### src/coherencePkg.sv
package coherencePkg;

  localparam int wordWidth     = 32;
  localparam int lineAddrWidth = 8;
  localparam int nCores        = 4;
  localparam int coreIdWidth   = 2;
  localparam int l2IndexWidth  = 4;
  localparam int ramAddrWidth  = 10;
  localparam int clearCycles   = 1024;

  // Upper two RAM address bits select the region
  localparam logic [1:0] dataRegion = 2'b00;
  localparam logic [1:0] dirRegion  = 2'b01;
  localparam logic [1:0] l2Region   = 2'b10;

  // Clean is all zeros so the swept RAM starts clean with no sharers
  typedef enum logic [1:0] {dirClean = 2'b00, dirModified = 2'b10} dirState_t;
  typedef enum logic [1:0] {opRead, opReadExclusive, opFlush} opKind_t;
  typedef enum logic [1:0] {srcHit, srcPeer, srcMemory} source_t;
  typedef enum logic [1:0] {tagLookup, tagFill, tagClear} tagAction_t;

  typedef struct packed {
    opKind_t                  kind;
    logic [coreIdWidth-1:0]   core;
    logic [lineAddrWidth-1:0] line;
    logic [wordWidth-1:0]     data;
  } memOp_t;

  typedef struct packed {
    logic [wordWidth-nCores-3:0] pad;
    logic [nCores-1:0]           sharers;
    dirState_t                   state;
  } dirEntry_t;

  typedef struct packed {
    logic [wordWidth-lineAddrWidth-2:0] pad;
    logic                               valid;
    logic [lineAddrWidth-1:0]           tag;
  } l2Tag_t;

  // One RAM word seen as a directory entry or as an L2 tag
  typedef union packed {
    logic [wordWidth-1:0] raw;
    dirEntry_t            dir;
    l2Tag_t               tag;
  } ramWord_u;

  typedef struct packed {
    logic                    valid;
    logic                    write;
    logic [ramAddrWidth-1:0] address;
    ramWord_u                word;
  } ramReq_t;

  typedef struct packed {
    logic [coreIdWidth-1:0] core;
    source_t                source;
    logic [wordWidth-1:0]   data;
  } readReturn_t;

  // Kind opFlush also covers the eviction of an old L2 line
  typedef struct packed {
    opKind_t                  kind;
    logic [coreIdWidth-1:0]   core;
    logic [lineAddrWidth-1:0] line;
  } dirCmd_t;

  typedef struct packed {
    tagAction_t               action;
    logic [coreIdWidth-1:0]   core;
    logic [lineAddrWidth-1:0] line;
  } tagCmd_t;

endpackage
### src/memArbiter.sv
`timescale 1ns/1ps

module memArbiter (
  input  logic                                 clock,
  input  logic                                 reset,
  input  coherencePkg::ramReq_t                dirReq,
  input  coherencePkg::ramReq_t                tagReq,
  input  coherencePkg::ramReq_t                seqReq,
  output logic                                 dirGrant,
  output logic                                 tagGrant,
  output logic                                 seqGrant,
  output logic                                 ready,
  output logic                                 ramWriteEnable,
  output logic [coherencePkg::ramAddrWidth-1:0] ramAddress,
  output logic [coherencePkg::wordWidth-1:0]    ramWriteWord
);

  import coherencePkg::*;

  logic [ramAddrWidth-1:0] clearCount;
  ramReq_t                 picked;

  // Sweep writes zero to every address once, then the port opens up
  always_ff @(posedge clock) begin
    if (reset) begin
      clearCount <= '0;
      ready      <= 1'b0;
    end else if (!ready) begin
      clearCount <= clearCount + 1'b1;
      if (clearCount == ramAddrWidth'(clearCycles - 1)) begin
        ready <= 1'b1;
      end
    end
  end

  // Directory has the top priority and the sequencer the lowest
  always_comb begin
    dirGrant = ready && dirReq.valid;
    tagGrant = ready && tagReq.valid && !dirReq.valid;
    seqGrant = ready && seqReq.valid && !dirReq.valid && !tagReq.valid;

    if (dirReq.valid) begin
      picked = dirReq;
    end else if (tagReq.valid) begin
      picked = tagReq;
    end else begin
      picked = seqReq;
    end

    if (!ready) begin
      ramWriteEnable = 1'b1;
      ramAddress     = clearCount;
      ramWriteWord   = '0;
    end else begin
      ramWriteEnable = picked.valid && picked.write;
      ramAddress     = picked.address;
      ramWriteWord   = picked.word.raw;
    end
  end

endmodule

### config.mk
export PLATFORM = sky130hd
export DESIGN_NAME = memArbiter
export DESIGN_NICKNAME = d
export VERILOG_FILES = /design/src/coherencePkg.sv /design/src/memArbiter.sv
export SDC_FILE = /design/constraint.sdc
export NUM_CORES = 1
export LEC_CHECK = 0
export BUFFER_PORTS_ARGS = -buffer_cell sky130_fd_sc_hd__buf_2
export CORE_MARGIN = 1.5
export CORE_UTILIZATION = 25
export CTS_CLUSTER_DIAMETER = 100
export CTS_CLUSTER_SIZE = 14
export DETAILED_ROUTE_END_ITERATION = 6
export PLACE_DENSITY_LB_ADDON = 0.3
export SLEW_MARGIN = 0
export SYNTH_ARGS = -nofsm -noshare
export SYNTH_HDL_FRONTEND = slang
export SYNTH_SLANG_ARGS = --single-unit
### constraint.sdc
create_clock -name clock -period 2.4 [get_ports clock]
set_input_delay 0 -clock clock [delete_from_list [all_inputs] [get_ports clock]]
set_output_delay 0 -clock clock [all_outputs]
set_load 0.005 [all_outputs]
Word level (Yosys, flattened, before mapping)
Index checks and enable logic that the tools add are counted.

Multiplexer cells: 7. Equality and inequality tests: 1. Add/subtract/negate cells: 1. Reduce and logical (&&, ||, !) cells: 9.

Operator list (number): 2-to-1 mux 44 bit (2); 2-to-1 mux 32 bit (1); adder 10 x 1 -> 10 bit, second input constant (1); equality test 10 bit, second input constant (1); 2-to-1 mux 10 bit (1); logical AND 1 bit (7); 2-to-1 mux 1 bit (3); zero test 1 bit (2).

Word-level logic and storage cells: 20. Input port bits: 134. Flip-flop bits (word level): 11.

Depth between registers and ports, before layout
Depth after elaboration: 4. Gate-level depth with buffers: 6.

Least setup slack after synthesis
OpenSTA, ideal clock, no wires.

Path kind: register to register. Start point: register ready. End point: register clearCount[9]. Cell stages (with the launch flop): 5. Arrival: 1273 ps. Path buffers: 1. Setup slack: 1056 ps. Setup time: 71 ps. Required time: 2329 ps. Path through: dfxtp_1 -> buf_2 -> nand4b_4 -> or4_1 -> a21oi_1.

RTL lines: start, declared (RTL line memArbiter.sv:12) `output logic ready,`; start signal, assigned (RTL line memArbiter.sv:27) `ready <= 1'b0;`; start signal, assigned (RTL line memArbiter.sv:31) `ready <= 1'b1;`; end signal, assigned (RTL line memArbiter.sv:29) `clearCount <= clearCount + 1'b1;`; end, declared (RTL line memArbiter.sv:20) `logic [ramAddrWidth-1:0] clearCount;`.

Final worst setup path
Start point: register ready. End point: output ramAddress[7] (netlist name).

Word-level cells in the longest chain between the ends: 1.

RTL lines: 2-to-1 mux 10 bit (RTL line memArbiter.sv:50) `if (!ready) begin`; end, declared (RTL line memArbiter.sv:14) `output logic [coherencePkg::ramAddrWidth-1:0] ramAddress,`.

No other way between the ends.

==> results_dict.tcl <==
set metrics [dict create \
    hp-start "reset" \
    io_pins 181 \
    ys_top_cells_by_area "mux2_2 22%, mux2i_1 20%, dfxtp_1 13%" \
    coreArea_um2 6350 \
    worstMarginPinSlew_ns 0.708 \
    hold_depth 2 \
    grt_antenna_before_repair 0 \
    cts-root-buf "clkbuf_8" \
    cts_inserted_buffers 3 \
    nNetsFinal 513 \
    nFillCells 671 \
    finalCritPeriodShare_pct 69.3 \
    initial_core_util_pct 26.0 \
    via_per_inst 4.71 \
    p_leak_nw 1.46 \
    yosysTopAreaCell "mux2_2" \
    fin_ws_ns 0.736 \
    netlist_area_um2 1650 \
    final_cell_mix "180 x buf_2, 46 x nor2_1, 33 x mux2i_1" \
    worstPathArrival_ns 1.66 \
    antenna_cells 0 \
    grt_overflow 0 \
    die-height_um 84.2 \
    vdd_drop_max_mv 0.128 \
    yosysTopAreaCellShare_pct 21.9 \
    worst_skew_pair.late_latency_ns 0.23 \
    htree_levels 1 \
    ys_ff_latch 11 \
    rows 29 \
    finalSetupViolCount 0 \
    gp_congestion 0.763 \
    cts.sinks 11 \
    areaGrowthSynthToFinish_pct 60.5 \
    ys_seq_area_share_pct 13.4 \
    firstDrtPassIters 4 \
    avgSynthCellArea_um2 8.01 \
    cts-resized-gates 0 \
    ant_nets 0 \
    rr_endpoint "clearCount[9]" \
    ctsHoldBuffers 0 \
    cp_data_required_time_ns 2.40 \
    synth_edf_count 0 \
    crit_chain "inv_1 > buf_4 > a221oi_1 > o2bb2ai_1 > buf_2" \
    fmax_mhz 601 \
    yosysWarnings 0 \
    hpwl_um 5020 \
    dieArea_um2 7090 \
    rrSetupSlack_ns 0.94 \
    synthesis.nets 341 \
    crit_fanout 38 \
    hold_viol_final 0 \
    hold_path.class "in -> reg" \
    regArea_um2 220 \
    vias 2139 \
    outcome "finished clean" \
    path_clk_slew_ns 0.05 \
    rsz0062_at_grt "false" \
    grt_pass1_wl_um 9890 \
    pwr_density_cell_nw_per_um2 239 \
    reg2reg_depth 4 \
    period_needed_ns 1.66 \
    final.setup.tns_ns 0 \
    r2r_start "ready" \
    avgRoutedWirePerCell_um 13.5 \
    async_flop_share_pct 0 \
    die_w_um 84.2 \
    portBuffers 180 \
    drive_gt1_share_pct 59.4 \
    ctsLongestPathBuffers 2 \
    post_cts_buffers 0 \
    drt_wl_total_um 6130 \
    dp_slack_ns 0.908 \
    slew_headroom_pct 52.8 \
    cp-end-kind "output port" \
    grt_util_all_layers_pct 16.7 \
    path_class "reg -> out" \
    drt_iter0_drc 55 \
    route.detailed.drc 0 \
    grt_max_degree 39 \
    drv_cap 0 \
    syn_inst 206 \
    finClkSkew_ns 0.00102 \
    cts_tree "yes" \
    ys_types 34 \
    min_to "clearCount[3]" \
    start_kind "flip-flop" \
    crit_path_top_delay_cell "buf_4" \
    ys.flop_type "dfxtp_1" \
    slowest_delay_ns 0.42 \
    grt_pass1_vias 2234 \
    multi_input_area_um2 1340 \
    finalMaxSlewViolations 0 \
    hold_ws_ns 0.0887 \
    mostFrequentLayoutCell "buf_2" \
]
==> Yosys cell counts, types with 2 or more instances <==
| master | n |
|---|---|
| and2_1 | 2 |
| nand3b_1 | 3 |
| or3_2 | 2 |
| mux2_2 | 32 |
| or4_1 | 2 |
| nand2_1 | 5 |
| a21oi_1 | 8 |
| or3_1 | 2 |
| mux2i_1 | 33 |
| clkbuf_1 | 6 |
| buf_1 | 3 |
| xor2_1 | 3 |
| o31ai_1 | 2 |
| buf_2 | 8 |
| dfxtp_1 | 11 |
| o21ai_0 | 3 |
| o2bb2ai_1 | 8 |
| a221oi_1 | 8 |
| nor2_1 | 46 |
| nand3_1 | 2 |
| inv_1 | 3 |
| nor2b_1 | 2 |
==> layer usage <==
metal / wire (um) / GRT usage, %
met1: 2350 / 18.0
met2: 3250 / 32.1
met3: 459 / 4.13
met4: 63 / 4.17
met5: 0 / 0
==> area by class of cell <==
type | instances | share of cell area, %
Clock buffer | 4 | 1.70
Inverter | 3 | 0.425
Multi-Input combinational cell | 175 | 50.8
Sequential cell | 11 | 8.32
Tap cell | 77 | 3.64
Timing Repair Buffer | 184 | 35.2
==> kinds of logic (layout without fill, tap and decap cells) <==
| logic type | count (synthesis) | after routing | share of synthesized area (%) |
|---|---|---|---|
| and+or+nand+nor | 72 | 72 | 21.9 |
| muxes | 65 | 65 | 41.9 |
| AOI/OAI and AO/OA | 33 | 33 | 14.9 |
| buffers and inverters | 20 | 191 | 5.16 |
| DFF | 11 | 11 | 13.4 |
| xor gates and xnor gates | 4 | 4 | 2.12 |
| adders and majority gates | 1 | 1 | 0.759 |
==> flip-flops by register name, indices dropped and copies added (netlist names) <==
register / count
ready: 1
clearCount: 10
==> through the flow <==
step | area, um^2 | utilization [%] | power (mW) | instances
3_5_place_dp | 2600 | 41.0 | 0.455 | 450
3_3_place_gp | 2600 | 41.0 | 0.452 | 450
6_report | 2650 | 41.7 | 0.633 | 454
5_1_grt | 2650 | 41.7 | 0.675 | 454
4_1_cts | 2650 | 41.7 | 0.639 | 454
2_1_floorplan | 1650 | - | 0.328 | 206
==> critical path, delay by kind of cell, from the launching register on <==
family / cells / cell delay, ns
flip-flops: 1 / 0.30
AO/OA/AOI/OAI: 2 / 0.28
buffers and inverters: 3 / 0.82
==> worst max path at each step <==
stage	start	end	slack, ns	cells past startpoint
floorplan	ready	clearCount[9]	1.06	4
global placement	dirReq[43]	ramWriteEnable	0.89	5
detailed placement	dirReq[43]	ramWriteEnable	0.91	5
CTS	ready	ramAddress[7]	0.72	5
global route	ready	ramAddress[7]	0.57	5
finish	ready	ramAddress[7]	0.74	5
==> where the power goes <==
part           switching, mW  internal (mW)  leakage (nW)
clock network         0.0671          0.116        0.0228
logic                 0.0967          0.156          1.35
registers            0.00841          0.188        0.0892
total                  0.172          0.460          1.46
(Power assumes the default switching activity.)
