--- config.mk ---
export PLATFORM = sky130hd
export DESIGN_NAME = opSequencer
export DESIGN_NICKNAME = d
export VERILOG_FILES = /design/src/coherencePkg.sv /design/src/opSequencer.sv
export SDC_FILE = /design/constraint.sdc
export NUM_CORES = 1
export LEC_CHECK = 0
export BUFFER_PORTS_ARGS = -buffer_cell sky130_fd_sc_hd__buf_2
export CAP_MARGIN = 10
export CORE_MARGIN = 2
export CORE_UTILIZATION = 38
export CTS_CLUSTER_SIZE = 8
export DETAILED_ROUTE_END_ITERATION = 10
export PLACE_DENSITY = 0.67
export SYNTH_ARGS = -nofsm -noshare
export SYNTH_HDL_FRONTEND = slang
export SYNTH_SLANG_ARGS = --single-unit
--- constraint.sdc ---
create_clock -name clock -period 7.92 [get_ports clock]
set_input_delay 1.584 -clock clock [delete_from_list [all_inputs] [get_ports clock]]
set_output_delay 1.584 -clock clock [all_outputs]
set_load 0.03 [all_outputs]
--- src/coherencePkg.sv ---
package coherencePkg;

  localparam int wordWidth     = 32;
  localparam int lineAddrWidth = 8;
  localparam int nCores        = 4;
  localparam int coreIdWidth   = 2;
  localparam int l2IndexWidth  = 4;
  localparam int ramAddrWidth  = 10;
  localparam int clearCycles   = 1024;

  // Upper two RAM address bits select the region
  localparam logic [1:0] dataRegion = 2'b00;
  localparam logic [1:0] dirRegion  = 2'b01;
  localparam logic [1:0] l2Region   = 2'b10;

  // Clean is all zeros so the swept RAM starts clean with no sharers
  typedef enum logic [1:0] {dirClean = 2'b00, dirModified = 2'b10} dirState_t;
  typedef enum logic [1:0] {opRead, opReadExclusive, opFlush} opKind_t;
  typedef enum logic [1:0] {srcHit, srcPeer, srcMemory} source_t;
  typedef enum logic [1:0] {tagLookup, tagFill, tagClear} tagAction_t;

  typedef struct packed {
    opKind_t                  kind;
    logic [coreIdWidth-1:0]   core;
    logic [lineAddrWidth-1:0] line;
    logic [wordWidth-1:0]     data;
  } memOp_t;

  typedef struct packed {
    logic [wordWidth-nCores-3:0] pad;
    logic [nCores-1:0]           sharers;
    dirState_t                   state;
  } dirEntry_t;

  typedef struct packed {
    logic [wordWidth-lineAddrWidth-2:0] pad;
    logic                               valid;
    logic [lineAddrWidth-1:0]           tag;
  } l2Tag_t;

  // One RAM word seen as a directory entry or as an L2 tag
  typedef union packed {
    logic [wordWidth-1:0] raw;
    dirEntry_t            dir;
    l2Tag_t               tag;
  } ramWord_u;

  typedef struct packed {
    logic                    valid;
    logic                    write;
    logic [ramAddrWidth-1:0] address;
    ramWord_u                word;
  } ramReq_t;

  typedef struct packed {
    logic [coreIdWidth-1:0] core;
    source_t                source;
    logic [wordWidth-1:0]   data;
  } readReturn_t;

  // Kind opFlush also covers the eviction of an old L2 line
  typedef struct packed {
    opKind_t                  kind;
    logic [coreIdWidth-1:0]   core;
    logic [lineAddrWidth-1:0] line;
  } dirCmd_t;

  typedef struct packed {
    tagAction_t               action;
    logic [coreIdWidth-1:0]   core;
    logic [lineAddrWidth-1:0] line;
  } tagCmd_t;

endpackage
--- src/opSequencer.sv ---
`timescale 1ns/1ps

module opSequencer (
  input  logic                                 clock,
  input  logic                                 reset,
  input  logic                                 ready,
  input  coherencePkg::memOp_t                 op,
  input  logic                                 opEmpty,
  output logic                                 opTake,
  output coherencePkg::readReturn_t            readReturn,
  output logic                                 returnValid,
  output coherencePkg::dirCmd_t                dirCmd,
  output logic                                 dirStart,
  input  logic                                 dirDone,
  input  logic                                 peerSharers,
  output coherencePkg::tagCmd_t                tagCmd,
  output logic                                 tagStart,
  input  logic                                 tagDone,
  input  logic                                 tagHit,
  input  logic                                 evictValid,
  input  logic [coherencePkg::lineAddrWidth-1:0] evictLine,
  output coherencePkg::ramReq_t                ramReq,
  input  logic                                 ramGrant,
  input  coherencePkg::ramWord_u               ramReadWord
);

  import coherencePkg::*;

  enum logic [3:0] {
    sIdle, sLookup, sEvict, sDirUpd, sFill, sDataReq, sDataWait,
    sFlushWr, sFlushDir, sFlushClr
  } state;

  memOp_t  cur;
  source_t src;

  always_comb begin
    ramReq          = '0;
    ramReq.valid    = (state == sDataReq) || (state == sFlushWr);
    ramReq.write    = (state == sFlushWr);
    ramReq.address  = {dataRegion, cur.line};
    ramReq.word.raw = cur.data;
  end

  always_ff @(posedge clock) begin
    if (reset) begin
      state       <= sIdle;
      opTake      <= 1'b0;
      returnValid <= 1'b0;
      dirStart    <= 1'b0;
      tagStart    <= 1'b0;
    end else begin
      opTake      <= 1'b0;
      returnValid <= 1'b0;
      dirStart    <= 1'b0;
      tagStart    <= 1'b0;
      case (state)
        // Skip the cycle of opTake so the popped op is not taken twice
        sIdle: if (ready && !opEmpty && !opTake) begin
          cur <= op;
          if (op.kind == opFlush) begin
            state <= sFlushWr;
          end else begin
            tagCmd   <= '{action: tagLookup, core: op.core, line: op.line};
            tagStart <= 1'b1;
            state    <= sLookup;
          end
        end
        sLookup: if (tagDone) begin
          src <= tagHit ? srcHit : srcMemory;
          if (tagHit && cur.kind == opRead) begin
            state <= sDataReq;
          end else begin
            // Old line leaves the directory before the new one is added
            dirCmd   <= '{kind: (!tagHit && evictValid) ? opFlush : cur.kind,
                          core: cur.core,
                          line: (!tagHit && evictValid) ? evictLine : cur.line};
            dirStart <= 1'b1;
            state    <= (!tagHit && evictValid) ? sEvict : sDirUpd;
          end
        end
        sEvict: if (dirDone) begin
          dirCmd   <= '{kind: cur.kind, core: cur.core, line: cur.line};
          dirStart <= 1'b1;
          state    <= sDirUpd;
        end
        sDirUpd: if (dirDone) begin
          if (src != srcHit && peerSharers) src <= srcPeer;
          tagCmd   <= '{action: tagFill, core: cur.core, line: cur.line};
          tagStart <= 1'b1;
          state    <= sFill;
        end
        sFill: if (tagDone) state <= sDataReq;
        sDataReq: if (ramGrant) state <= sDataWait;
        sDataWait: begin
          readReturn  <= '{core: cur.core, source: src, data: ramReadWord.raw};
          returnValid <= 1'b1;
          opTake      <= 1'b1;
          state       <= sIdle;
        end
        sFlushWr: if (ramGrant) begin
          dirCmd   <= '{kind: opFlush, core: cur.core, line: cur.line};
          dirStart <= 1'b1;
          state    <= sFlushDir;
        end
        sFlushDir: if (dirDone) begin
          tagCmd   <= '{action: tagClear, core: cur.core, line: cur.line};
          tagStart <= 1'b1;
          state    <= sFlushClr;
        end
        default: if (tagDone) begin
          opTake <= 1'b1;
          state  <= sIdle;
        end
      endcase
    end
  end

endmodule

; Word level (Yosys, flattened, before mapping)
; Cells that the tools add are included.
; Widths: inputs -> output; s select.
[totals]
ff_bits = 114
output_inout_bits = 108
[classes]
n_eq_ne = 20
mux = 41
bitwise = 1
reduce_logical = 24
[op_table]
columns = operator, n
row1 = $mux 12, 8
row2 = $pmux 12 s3, 2
row3 = $mux 4, 9
row4 = $pmux 4 s9, 1
row5 = $ne 2x2->1 const B, 10
row6 = $eq 4x3->1 const B, 4
row7 = $reduce_and 6->1, 2
row8 = $mux 2, 5
row9 = $mux 1, 9
row10 = $reduce_and 9->1, 1
row11 = $eq 4x2->1 const B, 2
row12 = $mux 8, 1
row13 = $reduce_bool 8->1, 1
row14 = $reduce_or 8->1, 1
row15 = $mux 3, 2
row16 = $reduce_bool 3->1, 2
row17 = $logic_and 1x1->1, 5
row18 = $reduce_and 5->1, 1
row19 = $eq 4x1->1 const B, 1
row20 = $eq 4x4->1 const B, 1
row21 = $logic_not 4->1, 1
row22 = $pmux 1 s2, 2
row23 = $pmux 2 s2, 1
row24 = $reduce_bool 2->1, 2
row25 = other kinds (10), 12

; Depth between registers and ports, before layout
[logic_depth]
word_depth = 6
ltp_mapped = 6
mapped_depth_nobuf = 4

; Worst setup path after synthesis
; No wires, ideal clock.
[synth_path]
kind = input port to flip-flop
from = input port opEmpty
to = register cur[40] (netlist bit), enable pin
setup_ns = 0.509
t_arrival_ns = 5.139
t_required_ns = 7.411
path_slack_ns = 2.272
stages = 2
cell_sequence = nor3b_1 > nor3b_1
[synth_via]
elab_chain_cells = 4
[synth_lines]
columns = item, line
row1 = "start, declared", opSequencer.sv:8  ; input logic opEmpty,
row2 = $logic_not 1->1, opSequencer.sv:59  ; sIdle: if (ready && !opEmpty && !opTake) begin
row3 = $logic_and 1x1->1 (2 in series), opSequencer.sv:59
row4 = $reduce_and 3->1 (no source line), -
row5 = "end signal, assigned", opSequencer.sv:60  ; cur <= op;
row6 = "end, declared", opSequencer.sv:34  ; memOp_t cur;
; No other way between the ends.
; A chain may end at the register's enable or synchronous reset.

==> reports/metrics.csv <==
stage;metric;value;unit
yosys;async_reset_ff_share;0;%
grt;use_met1;17.6;%
route;wl_per_cell;16.0;um
yosys;avgSynthCellArea;16.9;um2
clocking;postCtsSetupBuffers;0;
timing;fmax;284;MHz
clocking;cts_root_buf;clkbuf_16;
final_layout;layout-drive-gt1-share;55.0;%
hold_path;hp-class;flop to flop;
timing;hold_violations;0;
grt;use_met3;5.69;%
grt;grt_busiest_layer;met2;
floorplanning;coreArea;11600;um2
clocking;clock_latency;0.40;ns
worst_setup_path;start_kind;flop;
floorplanning;ios;202;
yosys;synth_cell_types;50;
clocking;cts_hold_buf;0;
clocking;tritoncts;built;
worst_setup_path;reg2reg_slack;5.48;ns
grt;track_usage;14.8;%
grt;grt_max_degree;45;
yosys;synth_common_cells;edfxtp_1 (106), buf_4 (44), mux2_1 (18);
yosys;yosys_warnings;0;
route;vias;2771;
floorplanning;start_util;39.3;%
worst_setup_path;path_class;flop to primary output;
placement;hpwl;6980;um
final_layout;nets;534;
clocking;clk_pin_slew;0.05;ns
timing;setup_viol;0;
grt;gr-total-overflow;0;
timing;slew_violations;0;
flow_run;max_cap_viol_count;0;
power_and_ir_drop;p_leak;2.41;nW
floorplanning;rows;39;
timing;rsz0062_at_grt;false;
route;routed_wl;9510;um
power_and_ir_drop;power_density;338;nW/um2
floorplanning;die_height;113;um
yosys;yosys.area.top_type_share;70.0;%
clocking;htree_levels;4;
clocking;clockBufferDepth;2;
final_layout;final_core_util;51.7;%
final_layout;finalNonFillerCells;596;
yosys;netlist_area;4550;um2
final_layout;syn_to_final_growth;31.4;%
yosys;synth_top_area_cell;edfxtp_1;
clocking;cts_buffers;17;
outcome;status;completed;
placement;portBuffers;199;
yosys;seq_area_frac_synth;73.5;%
grt;grt_use_met2;23.9;%
grt;grt_pass1_wl;14100;um
yosys;synth_edf_count;106;
route;drtPass1Iterations;4;
floorplanning;die_x;113;um
placement;dpl_worst_slack;4.70;ns
route;drtAntennaViolNets;0;
yosys;synth_area_leaders;edfxtp_1 (70%), buf_4 (7.3%), mux2_1 (4.5%);
timing;worstMarginPinSlew;0.853;ns
final_layout;diodes;0;
route;first_iter_violations;165;
grt;first_global_vias;2700;
yosys;syn_inst;269;
placement;placed_cells;564;
clocking;post_cts_resized;0;
power_and_ir_drop;peakVddDrop;127;uV
worst_setup_path;endpoint_kind;primary output;
final_layout;nFillCells;1003;
timing;hold_ws;0.459;ns
yosys;yosysMostFrequentCell;edfxtp_1;
worst_setup_path;critPathMaxFanout;24;
timing;finalClockSkew;0.0113;ns
timing;setup_tns;0;ns
grt;antenna_found_initial;0;
placement;place.gp.congestion;0.855;
timing;setup_slack;4.39;ns
floorplanning;die_area;12900;um2
yosys;synth_ff_type;edfxtp_1;
route;drc;0;
clocking;cts.sinks;114;
worst_setup_path;required;6.34;ns
timing;max_slew_margin;43.0;%
yosys;ys_ff_latch;114;
timing;fin_crit_sh;44.5;%
worst_setup_path;worstPathArrival;1.94;ns
route;vias_per_cell;4.65;
timing;layout_min_cycle_time;3.53;ns
cell usage in the layout (no fill, tap or decap), types with 4 or more instances in the layout:
cell type / netlist / final
buf_2: 4 / 199
edfxtp_1: 106 / 106
mux2_1: 18 / 18
clkbuf_16: 0 / 17
nor2_1: 8 / 8
a21oi_1: 8 / 8
dfxtp_1: 8 / 8
nor3b_1: 6 / 5
nand2b_1: 4 / 4
nor3_1: 5 / 4
clkinv_2: 0 / 4
buf_4: 44 / 4
area by class of cell:
| type | instances | area [um2] | share of cell area (%) |
|---|---|---|---|
| sequential | 114 | 3340 | 55.9 |
| timing repair buffer | 203 | 1030 | 17.2 |
| multi-input combinational | 100 | 816 | 13.7 |
| clock buffer | 22 | 464 | 7.77 |
| tap | 143 | 179 | 2.99 |
| clock inverter | 10 | 133 | 2.22 |
| inverter | 4 | 15.0 | 0.251 |
where the power goes:
part	total [W]	switching (W)	internal, W
Combinational	0.000448	0.000274	0.000174
Sequential	0.000820	0.0000683	0.000752
Clock	0.000755	0.000247	0.000508
Total	0.00202	0.000589	0.00143
metrics by stage:
| stage | total power [W] | area (um2) |
|---|---|---|
| finish | 0.00202 | 5980 |
| global route | 0.00211 | 5980 |
| CTS | 0.00205 | 5980 |
| detailed placement | 0.00128 | 5380 |
| global placement | 0.00128 | 5380 |
| floorplan | 0.00118 | 4550 |
sequential cells by signal (all words and copies together) (netlist names):
register     cells
state            4
dirStart         1
ramReq          40
readReturn      36
returnValid      1
cur              4
tagStart         1
tagCmd          12
opTake           1
dirCmd          12
src              2
final timing paths:
path              depth (start not counted)      from             end
setup / recovery                          3  state[2]      ramReq[42]
setup reg to reg                          5  state[1]       tagCmd[9]
hold / removal                            0    src[0]  readReturn[32]
hold reg to reg                           0    src[0]  readReturn[32]
cell families (layout without fill, tap and decap cells):
logic type	count (synthesis)	in the layout	synth area share, %
multiplexers	19	19	4.79
buffers and inverters	56	239	9.00
flip-flops	114	114	73.5
other	1	2	0.0825
AO/OA/AOI/OAI	29	29	5.06
adder cells (fa/ha/maj)	1	1	0.220
AND/OR/NAND/NOR	48	48	7.15
XOR/XNOR	1	1	0.193
worst max-delay path: stages (launching register included):
cell and delay (ns):
dfxtp_1 0.86, nand2b_1 0.26, nor2_1 0.20, buf_2 0.22
routing by layer:
metal	wire length [um]	part of all wire (%)
met5	0	0
met4	199	2.1
met3	685	7.2
met2	4730	50
met1	3900	41
No activity file was read; power rests on OpenSTA's default activity.
