<file path="config.mk">
export PLATFORM = sky130hd
export DESIGN_NAME = l2TagUnit
export DESIGN_NICKNAME = d
export VERILOG_FILES = /design/src/coherencePkg.sv /design/src/l2TagUnit.sv
export SDC_FILE = /design/constraint.sdc
export NUM_CORES = 1
export LEC_CHECK = 0
export ABC_AREA = 1
export BUFFER_PORTS_ARGS = -buffer_cell sky130_fd_sc_hd__buf_2
export CAP_MARGIN = 30
export CORE_ASPECT_RATIO = 0.75
export CORE_MARGIN = 8
export CORE_UTILIZATION = 42
export CTS_BUF_LIST = sky130_fd_sc_hd__clkbuf_4 sky130_fd_sc_hd__clkbuf_8
export DETAILED_ROUTE_END_ITERATION = 10
export GPL_ROUTABILITY_DRIVEN = 0
export PLACE_DENSITY = 0.79
export SYNTH_ARGS = -nofsm -noshare
export SYNTH_HDL_FRONTEND = slang
export SYNTH_SLANG_ARGS = --single-unit
export TNS_END_PERCENT = 50
</file>
<file path="constraint.sdc">
create_clock -name clock -period 1.68 [get_ports clock]
set_input_delay 0.336 -clock clock [delete_from_list [all_inputs] [get_ports clock]]
set_output_delay 0.336 -clock clock [all_outputs]
set_load 0.01 [all_outputs]
</file>
<file path="src/coherencePkg.sv">
package coherencePkg;

  localparam int wordWidth     = 32;
  localparam int lineAddrWidth = 8;
  localparam int nCores        = 4;
  localparam int coreIdWidth   = 2;
  localparam int l2IndexWidth  = 4;
  localparam int ramAddrWidth  = 10;
  localparam int clearCycles   = 1024;

  // Upper two RAM address bits select the region
  localparam logic [1:0] dataRegion = 2'b00;
  localparam logic [1:0] dirRegion  = 2'b01;
  localparam logic [1:0] l2Region   = 2'b10;

  // Clean is all zeros so the swept RAM starts clean with no sharers
  typedef enum logic [1:0] {dirClean = 2'b00, dirModified = 2'b10} dirState_t;
  typedef enum logic [1:0] {opRead, opReadExclusive, opFlush} opKind_t;
  typedef enum logic [1:0] {srcHit, srcPeer, srcMemory} source_t;
  typedef enum logic [1:0] {tagLookup, tagFill, tagClear} tagAction_t;

  typedef struct packed {
    opKind_t                  kind;
    logic [coreIdWidth-1:0]   core;
    logic [lineAddrWidth-1:0] line;
    logic [wordWidth-1:0]     data;
  } memOp_t;

  typedef struct packed {
    logic [wordWidth-nCores-3:0] pad;
    logic [nCores-1:0]           sharers;
    dirState_t                   state;
  } dirEntry_t;

  typedef struct packed {
    logic [wordWidth-lineAddrWidth-2:0] pad;
    logic                               valid;
    logic [lineAddrWidth-1:0]           tag;
  } l2Tag_t;

  // One RAM word seen as a directory entry or as an L2 tag
  typedef union packed {
    logic [wordWidth-1:0] raw;
    dirEntry_t            dir;
    l2Tag_t               tag;
  } ramWord_u;

  typedef struct packed {
    logic                    valid;
    logic                    write;
    logic [ramAddrWidth-1:0] address;
    ramWord_u                word;
  } ramReq_t;

  typedef struct packed {
    logic [coreIdWidth-1:0] core;
    source_t                source;
    logic [wordWidth-1:0]   data;
  } readReturn_t;

  // Kind opFlush also covers the eviction of an old L2 line
  typedef struct packed {
    opKind_t                  kind;
    logic [coreIdWidth-1:0]   core;
    logic [lineAddrWidth-1:0] line;
  } dirCmd_t;

  typedef struct packed {
    tagAction_t               action;
    logic [coreIdWidth-1:0]   core;
    logic [lineAddrWidth-1:0] line;
  } tagCmd_t;

endpackage
</file>
<file path="src/l2TagUnit.sv">
`timescale 1ns/1ps

module l2TagUnit (
  input  logic                                 clock,
  input  logic                                 reset,
  input  coherencePkg::tagCmd_t                tagCmd,
  input  logic                                 tagStart,
  output logic                                 tagDone,
  output logic                                 tagHit,
  output logic                                 evictValid,
  output logic [coherencePkg::lineAddrWidth-1:0] evictLine,
  input  logic                                 invReq,
  input  logic [coherencePkg::coreIdWidth-1:0]   invCore,
  input  logic [coherencePkg::lineAddrWidth-1:0] invLine,
  output logic                                 invDone,
  output coherencePkg::ramReq_t                ramReq,
  input  logic                                 ramGrant,
  input  coherencePkg::ramWord_u               ramReadWord
);

  import coherencePkg::*;

  localparam int padWidth = ramAddrWidth - 2 - coreIdWidth - l2IndexWidth;

  enum logic [1:0] {tIdle, tRead, tReadWait, tWrite} state;

  tagCmd_t  cmd;
  logic     fromInv;
  logic     tagMatch;
  ramWord_u writeWord;

  assign tagMatch = ramReadWord.tag.valid && (ramReadWord.tag.tag == cmd.line);

  // A fill stores a valid tag, a clear stores zero
  always_comb begin
    writeWord = '0;
    if (cmd.action == tagFill) begin
      writeWord.tag.valid = 1'b1;
      writeWord.tag.tag   = cmd.line;
    end
  end

  always_comb begin
    ramReq         = '0;
    ramReq.valid   = (state == tRead) || (state == tWrite);
    ramReq.write   = (state == tWrite);
    ramReq.address = {l2Region, padWidth'(0), cmd.core, cmd.line[l2IndexWidth-1:0]};
    ramReq.word    = writeWord;
  end

  always_ff @(posedge clock) begin
    if (reset) begin
      state      <= tIdle;
      fromInv    <= 1'b0;
      tagDone    <= 1'b0;
      invDone    <= 1'b0;
      tagHit     <= 1'b0;
      evictValid <= 1'b0;
    end else begin
      tagDone <= 1'b0;
      invDone <= 1'b0;
      case (state)
        tIdle: begin
          if (tagStart) begin
            cmd     <= tagCmd;
            fromInv <= 1'b0;
            state   <= (tagCmd.action == tagFill) ? tWrite : tRead;
          end else if (invReq) begin
            cmd     <= '{action: tagClear, core: invCore, line: invLine};
            fromInv <= 1'b1;
            state   <= tRead;
          end
        end
        tRead: if (ramGrant) state <= tReadWait;
        tReadWait: begin
          if (cmd.action == tagLookup) begin
            tagHit     <= tagMatch;
            evictValid <= ramReadWord.tag.valid && !tagMatch;
            evictLine  <= ramReadWord.tag.tag;
            tagDone    <= 1'b1;
            state      <= tIdle;
          end else if (tagMatch) begin
            state <= tWrite;
          end else begin
            // Entry holds another line so nothing is cleared
            tagDone <= !fromInv;
            invDone <= fromInv;
            state   <= tIdle;
          end
        end
        default: if (ramGrant) begin
          tagDone <= !fromInv;
          invDone <= fromInv;
          state   <= tIdle;
        end
      endcase
    end
  end

endmodule

</file>
[Word level (Yosys, flattened, before mapping)]
Index checks and enable logic that the tools add are counted.
Word-level totals
  register bits after elaboration: 27
  input port bits: 59
  output and inout bits: 56
  logic and storage cells: 55
Cells by class
  eq/ne operators: 8
  muxes and demuxes: 21
  bitwise operators: 1
  reduce and logical (&&, ||, !) cells: 15
Operator list (number)
  12-bit two-way mux: 2
  2-bit two-way mux: 7
  9-bit two-way mux: 1
  3-bit AND reduction: 3
  8-bit == test: 1
  1-bit two-way mux: 8
  2-bit by 1-bit == test with 1-bit output, second input constant: 3
  2-bit one-hot mux with 3 select lines: 1
  2-bit == test, second input constant: 2
  2-bit zero test: 2
  1-bit one-hot mux with 2 select lines: 2
  2-bit AND reduction: 2
  3-bit != test, second input constant: 1
  3-bit nonzero test: 1
  1-bit logical AND: 2
  1-bit zero test: 2
  2-bit != test, second input constant: 1
  2-bit nonzero test: 1
  2-bit OR reduction: 1
  1-bit logical OR: 1
  1-bit NOT: 1

[Logic depth before layout (Yosys ltp)]
Gate-level depths: netlist (run 1).
  word-level depth: 5
  mapped depth: 10
  depth with buffers taken out: 10

[Worst setup path before layout (run 1)]
OpenSTA, ideal clock, no wires.
  kind: register -> register
  start point: reg state[0] in the netlist's numbering
  end point: reg cmd[10] in the netlist's numbering, enable pin
  arrival time: 1.149 ns
  setup slack: 0.150 ns
  stages on the path, launching flop included: 4
  buffers on the path: 0
  period minus slack after synthesis: 1.530 ns
  cells stage by stage: dfxtp_1 nor2_1 o21ai_0 nor2_1
Between the ends
  longest elaborated chain between the ends: 2
Ends and longest elaborated chain
  from (decl): line l2TagUnit.sv:25  | enum logic [1:0] {tIdle, tRead, tReadWait, tWrite} state;
  from (signal assigned): line l2TagUnit.sv:53  | state <= tIdle;
  from (signal assigned): line l2TagUnit.sv:67  | state <= (tagCmd.action == tagFill) ? tWrite : tRead;
  from (signal assigned): line l2TagUnit.sv:71  | state <= tRead;
  2-bit zero test: line l2TagUnit.sv:62  | case (state)
  3-bit AND reduction (no source line)
  to (signal assigned): line l2TagUnit.sv:65  | cmd <= tagCmd;
  to (signal assigned): line l2TagUnit.sv:69  | cmd <= '{action: tagClear, core: invCore, line: invLine};
  to (decl): line l2TagUnit.sv:27  | tagCmd_t cmd;
Every way passes these cells.
A chain may end at the register's enable or synchronous reset.

==> results of run 1 <==
through the flow:
step                total power, W  util [%]
floorplan                  0.00106         -
detailed placement         0.00111      50.0
global route               0.00154      51.4
CTS                        0.00147      51.3
finish                     0.00145      51.4
global placement           0.00110      50.0
cells in the mapped netlist, drive strengths merged:
| library cell | number | area share (%) |
|---|---|---|
| nand2 | 67 | 16 |
| buf | 33 | 16 |
| inv | 29 | 6.9 |
| nor2 | 24 | 6.5 |
| edfxtp | 20 | 38 |
| a21oi | 7 | 2.2 |
| dfxtp | 7 | 8.9 |
| o21ai | 5 | 1.6 |
| clkbuf | 3 | 0.72 |
| nand3 | 3 | 1.3 |
| conb | 2 | 0.48 |
| nor3 | 2 | 0.64 |
| or2 | 1 | 0.40 |
critical path, cell delays in order, from the launching register on:
cell and delay [ns]:
edfxtp_1 0.42, nor2_2 0.17, inv_2 0.10, nor2_1 0.13, buf_2 0.15
path summary, 6_finish.rpt:
check	to	startpoint	slack, ns	cells past startpoint
max	ramReq[5]	cmd[11]	0.12	4
min	evictLine[6]	ramReadWord[6]	0.28	1
max reg2reg	ramReq[32]	state[0]	0.32	4
min reg2reg	invDone	fromInv	0.48	2
layer usage:
layer,track usage [%],part of all wire [%]
met1,13.1,45
met2,20.3,46
met3,2.25,6.8
met4,6.20,1.5
met5,0,0
state kept, by name, summed over array words and instances (netlist names):
signal and count:
invDone 1, cmd 6, fromInv 1, ramReq 6, evictLine 8, tagDone 1, state 2, tagHit 1
evictValid 1
power by group:
group	leakage (nW)	switching, W	internal, W
clock	0.0255	0.000185	0.000165
sequential	0.242	0.0000266	0.000768
combinational	0.763	0.000196	0.000109
total	1.03	0.000407	0.00104
cell families after synthesis:
| group | after synthesis |
|---|---|
| simple gates | 97 |
| buf+inv | 65 |
| flops | 27 |
| compound gates | 12 |
| other cells | 2 |
layout make-up:
cell class,count,area (µm²)
repair buffers,66,335
flip-flops and latches,27,741
fillers,389,1760
clock buffers,3,41.3
multi-input cells,136,559
well taps,52,65.1
clock inverters,1,5.00
inverters,29,109
==> impl_metrics.csv, run 1 <==
group,metric,value,unit
synthesis,synth_fa_ha_area_share,0,%
worst_setup_path,cp-end-kind,"output pin",
die,core-area,3610,µm²
cts,clk_pin_slew,0.09,ns
die,die_x,86.6,µm
worst_setup_path,cp_max_fo,8,
cts,ctsRootBufferMaster,"clkbuf_8",
synthesis,synth.area.mux_share,0,%
synthesis,synth_top_family_by_area,"simple AND/OR/NAND/NOR gates",
synthesis,yosys_warnings,0,
die,initial_core_util,43.5,%
synthesis,synthXorXnorAreaFrac,0,%
layout,final_common_cell,"nand2_1",
cts,postCtsHoldBufs,0,
layout,nNetsFinal,322,
worst_setup_path,critPathKind,"register to output pin",
cts,cts_setup_buffers,0,
routing,antenna_left,0,
synthesis,syn_avg_cell_area,7.74,µm²
synthesis,synth_area,1570,µm²
routing,firstDrtPassIters,4,
routing,via_per_inst,4.06,
routing,routedWlPerCell,11.1,µm
placement,place_ws,0.253,ns
cts,clk_latency,0.26,ns
cts,cts_tree,"done",
layout,syn_to_final_growth,18.1,%
global_routing,grt_pass1_wl,5.51,mm
die,dieArea,5980,µm²
placement,hpwl,2.91,mm
min_path,hold_path.class,"input port to register",
sta,slew_violations,0,
cts,cts-htree-levels,1,
global_routing,antenna_found_initial,0,
cts,ctsLongestPathBuffers,2,
placement,dpl_cell_area,1810,µm²
worst_setup_path,worst_ep_required_time,1.34,ns
sta,hold_violations,0,
die,io_pins,115,
global_routing,overflow,0,
layout,final_cell_mix,"nand2_1, buf_2, inv_1, conb_1",
global_routing,grt_pass1_vias,1310,
layout,layout-drive-gt1-share,30.5,%
cts,cts_sinks,27,
routing,vias,1275,
sta,holdWs,0.275,ns
routing,wirelength,3.49,mm
sta,min_period,1.56,ns
global_routing,grt_max_degree,16,
run,drv_cap,0,
power,power.density,781,nW/µm²
sta,timing.fmax,640,MHz
power,leakagePower,1.03,nW
layout,fin_area,1860,µm²
sta,setup_tns,0,ns
layout,antenna_cells,0,
sta,fin_skew,0.00179,ns
layout,final_cells,314,
sta,setup_slack,0.118,ns
routing,drt_iter0_markers,35,
cts,cts_inserted_buffers,3,
synthesis,synth_compound_area_share,3.82,%
synthesis,ys_ff_latch,27,
die,row_count,19,
synthesis,syn-instance-count,203,
sta,rsz0062_at_grt,"false",
synthesis,yosys.area_share.simple,25.2,%
synthesis,yosysSeqAreaShare,47.1,%
status,status,"finished clean",
routing,drc_errors,0,
worst_setup_path,cp_data_arrival_time,1.23,ns
sta,post-route-period-util,93.0,%
cts,cts_resized,0,
placement,place_inst,310,
power,irDropWorstVdd,0.354,mV
sta,setup_viol,0,
die,die_h,69.0,µm
global_routing,grt_usage,11.5,%
worst_setup_path,start_kind,"register",
placement,port_buffers,64,
synthesis,synth_cell_types,19,
(Power assumes the default switching activity.)
==> inputs of run 2 (changes only) <==
CORE_MARGIN = 2   (was 8)
REMOVE_ABC_BUFFERS = 1   (was unset)
==> impl_metrics.csv, run 2 (synthesis gave the netlist of run 1 again) <==
group,metric,value,unit
status,status,"finished clean",
cts,ctsRootBufferMaster,"clkbuf_8",
sta,hold_violations,0,
layout,largest_register,"evictLine",
die,core-area,3610,µm²
global_routing,antenna_found_initial,0,
worst_setup_path,cpMaxStageDelayCell,"edfxtp_1",
layout,fin_util,51.7,%
worst_setup_path,cp.depth,4,
sta,rsz0062_at_grt,"false",
layout,fillers,383,
routing,routedWlPerCell,9.53,µm
power,power.density,778,nW/µm²
routing,via_per_inst,4.13,
layout,syn_to_final_growth,18.9,%
worst_setup_path,cp-end-kind,"output pin",
min_path,hold_path.class,"input port to register",
sta,timing.fmax,637,MHz
layout,largest_register_ffs,8,
die,initial_core_util,43.5,%
worst_setup_path,slowest_delay,0.40,ns
global_routing,grt_pass1_wl,4.69,mm
die,row_count,19,
layout,multi_input_area,557,µm²
min_path,min_path_cells,1,
global_routing,grt_pass1_vias,1198,
worst_setup_path,path_buf_inv,2,
routing,drt_iter0_markers,40,
cts,cts_setup_buffers,0,
layout,layout-drive-gt1-share,30.7,%
placement,port_buffers,64,
sta,post-route-period-util,93.5,%
sta,min_period,1.57,ns
routing,antenna_left,0,
cts,cts_sinks,27,
layout,seqCellArea,741,µm²
placement,hpwl,2.45,mm
cts,cts_tree,"done",
placement,dpl_cell_area,1820,µm²
routing,drc_errors,0,
layout,fin_area,1870,µm²
worst_setup_path,critPathMostFrequentCell,"nor2_1",
run,drv_cap,0,
worst_setup_path,cp_data_arrival_time,1.23,ns
cts,clk_pin_slew,0.09,ns
layout,final_common_cell,"nand2_1",
power,leakagePower,1.04,nW
routing,vias,1304,
cts,postCtsHoldBufs,0,
layout,final_cell_mix,"nand2_1, buf_2, inv_1, conb_1, nor2_1",
power,totalPowerFinal,0.00145,W
worst_setup_path,start_kind,"register",
worst_setup_path,critPathTopFamily,"flip-flops",
sta,setup_viol,0,
die,io_pins,115,
cts,clk_latency,0.26,ns
cts,cts-htree-levels,1,
sta,slew_violations,0,
global_routing,overflow,0,
die,die_h,57.0,µm
global_routing,grt_usage,14.2,%
sta,setup_tns,0,ns
cts,cts_resized,0,
layout,antenna_cells,0,
routing,wirelength,3.01,mm
cts,cts_inserted_buffers,3,
cts,ctsLongestPathBuffers,2,
power,irDropWorstVdd,0.357,mV
worst_setup_path,critPathKind,"register to output pin",
worst_setup_path,cp_cell_sequence,"nor2_1, inv_2, nor2_1, buf_2",
worst_setup_path,worst_ep_required_time,1.34,ns
layout,nNetsFinal,324,
global_routing,grt_max_degree,16,
routing,firstDrtPassIters,4,
die,dieArea,4250,µm²
worst_setup_path,cp_max_fo,8,
sta,fin_skew,0.00258,ns
worst_setup_path,reg2reg_depth,8,
die,die_x,74.6,µm
[run 2: final cells by class]
cell class / instances / share of cell area, %
clock buffer: 3 / 2.21
inverter: 29 / 5.83
timing repair buffer: 68 / 18.8
tap: 52 / 3.48
clock inverter: 1 / 0.268
sequential: 27 / 39.7
multi-input combinational: 136 / 29.8
[run 2: power by group]
part / internal [W] / total (W) / switching, W
Sequential: 0.000767 / 0.000791 / 0.0000234
Combinational: 0.000112 / 0.000307 / 0.000195
Clock: 0.000166 / 0.000355 / 0.000189
Total: 0.00105 / 0.00145 / 0.000408
[run 2: through the flow]
stage               hold WS [ns]  cells  setup WS, ns
floorplan                  0.405    192         0.110
global placement           0.468    312         0.296
detailed placement         0.476    312         0.303
CTS                        0.261    316        0.0181
global route               0.264    316        0.0241
finish                     0.268    316         0.110
[run 2: path summary, 6_finish.rpt]
check	start	endpoint	slack [ns]
min	ramReadWord[3]	evictLine[3]	0.27
max reg2reg	ramReq[35]	tagDone	0.33
min reg2reg	tagHit	tagHit	0.49
max	cmd[11]	ramReq[1]	0.11
[run 2: worst reg2reg max path: stages (launching register included)]
cell and delay, ns:
edfxtp_1 0.42, nand2_1 0.09, nand2_1 0.05, nor2_1 0.16, nand2_2 0.09, nor2_4 0.11, nand2_1 0.10, a21oi_1 0.14
o21ai_0 0.08
[run 2: layer usage]
layer	wire length, µm	vias up	GRT usage, %
li1	-	673	-
met1	1250	576	15.8
met2	1510	51	26.2
met4	40	0	4.59
met5	0	-	0
met3	213	4	3.71
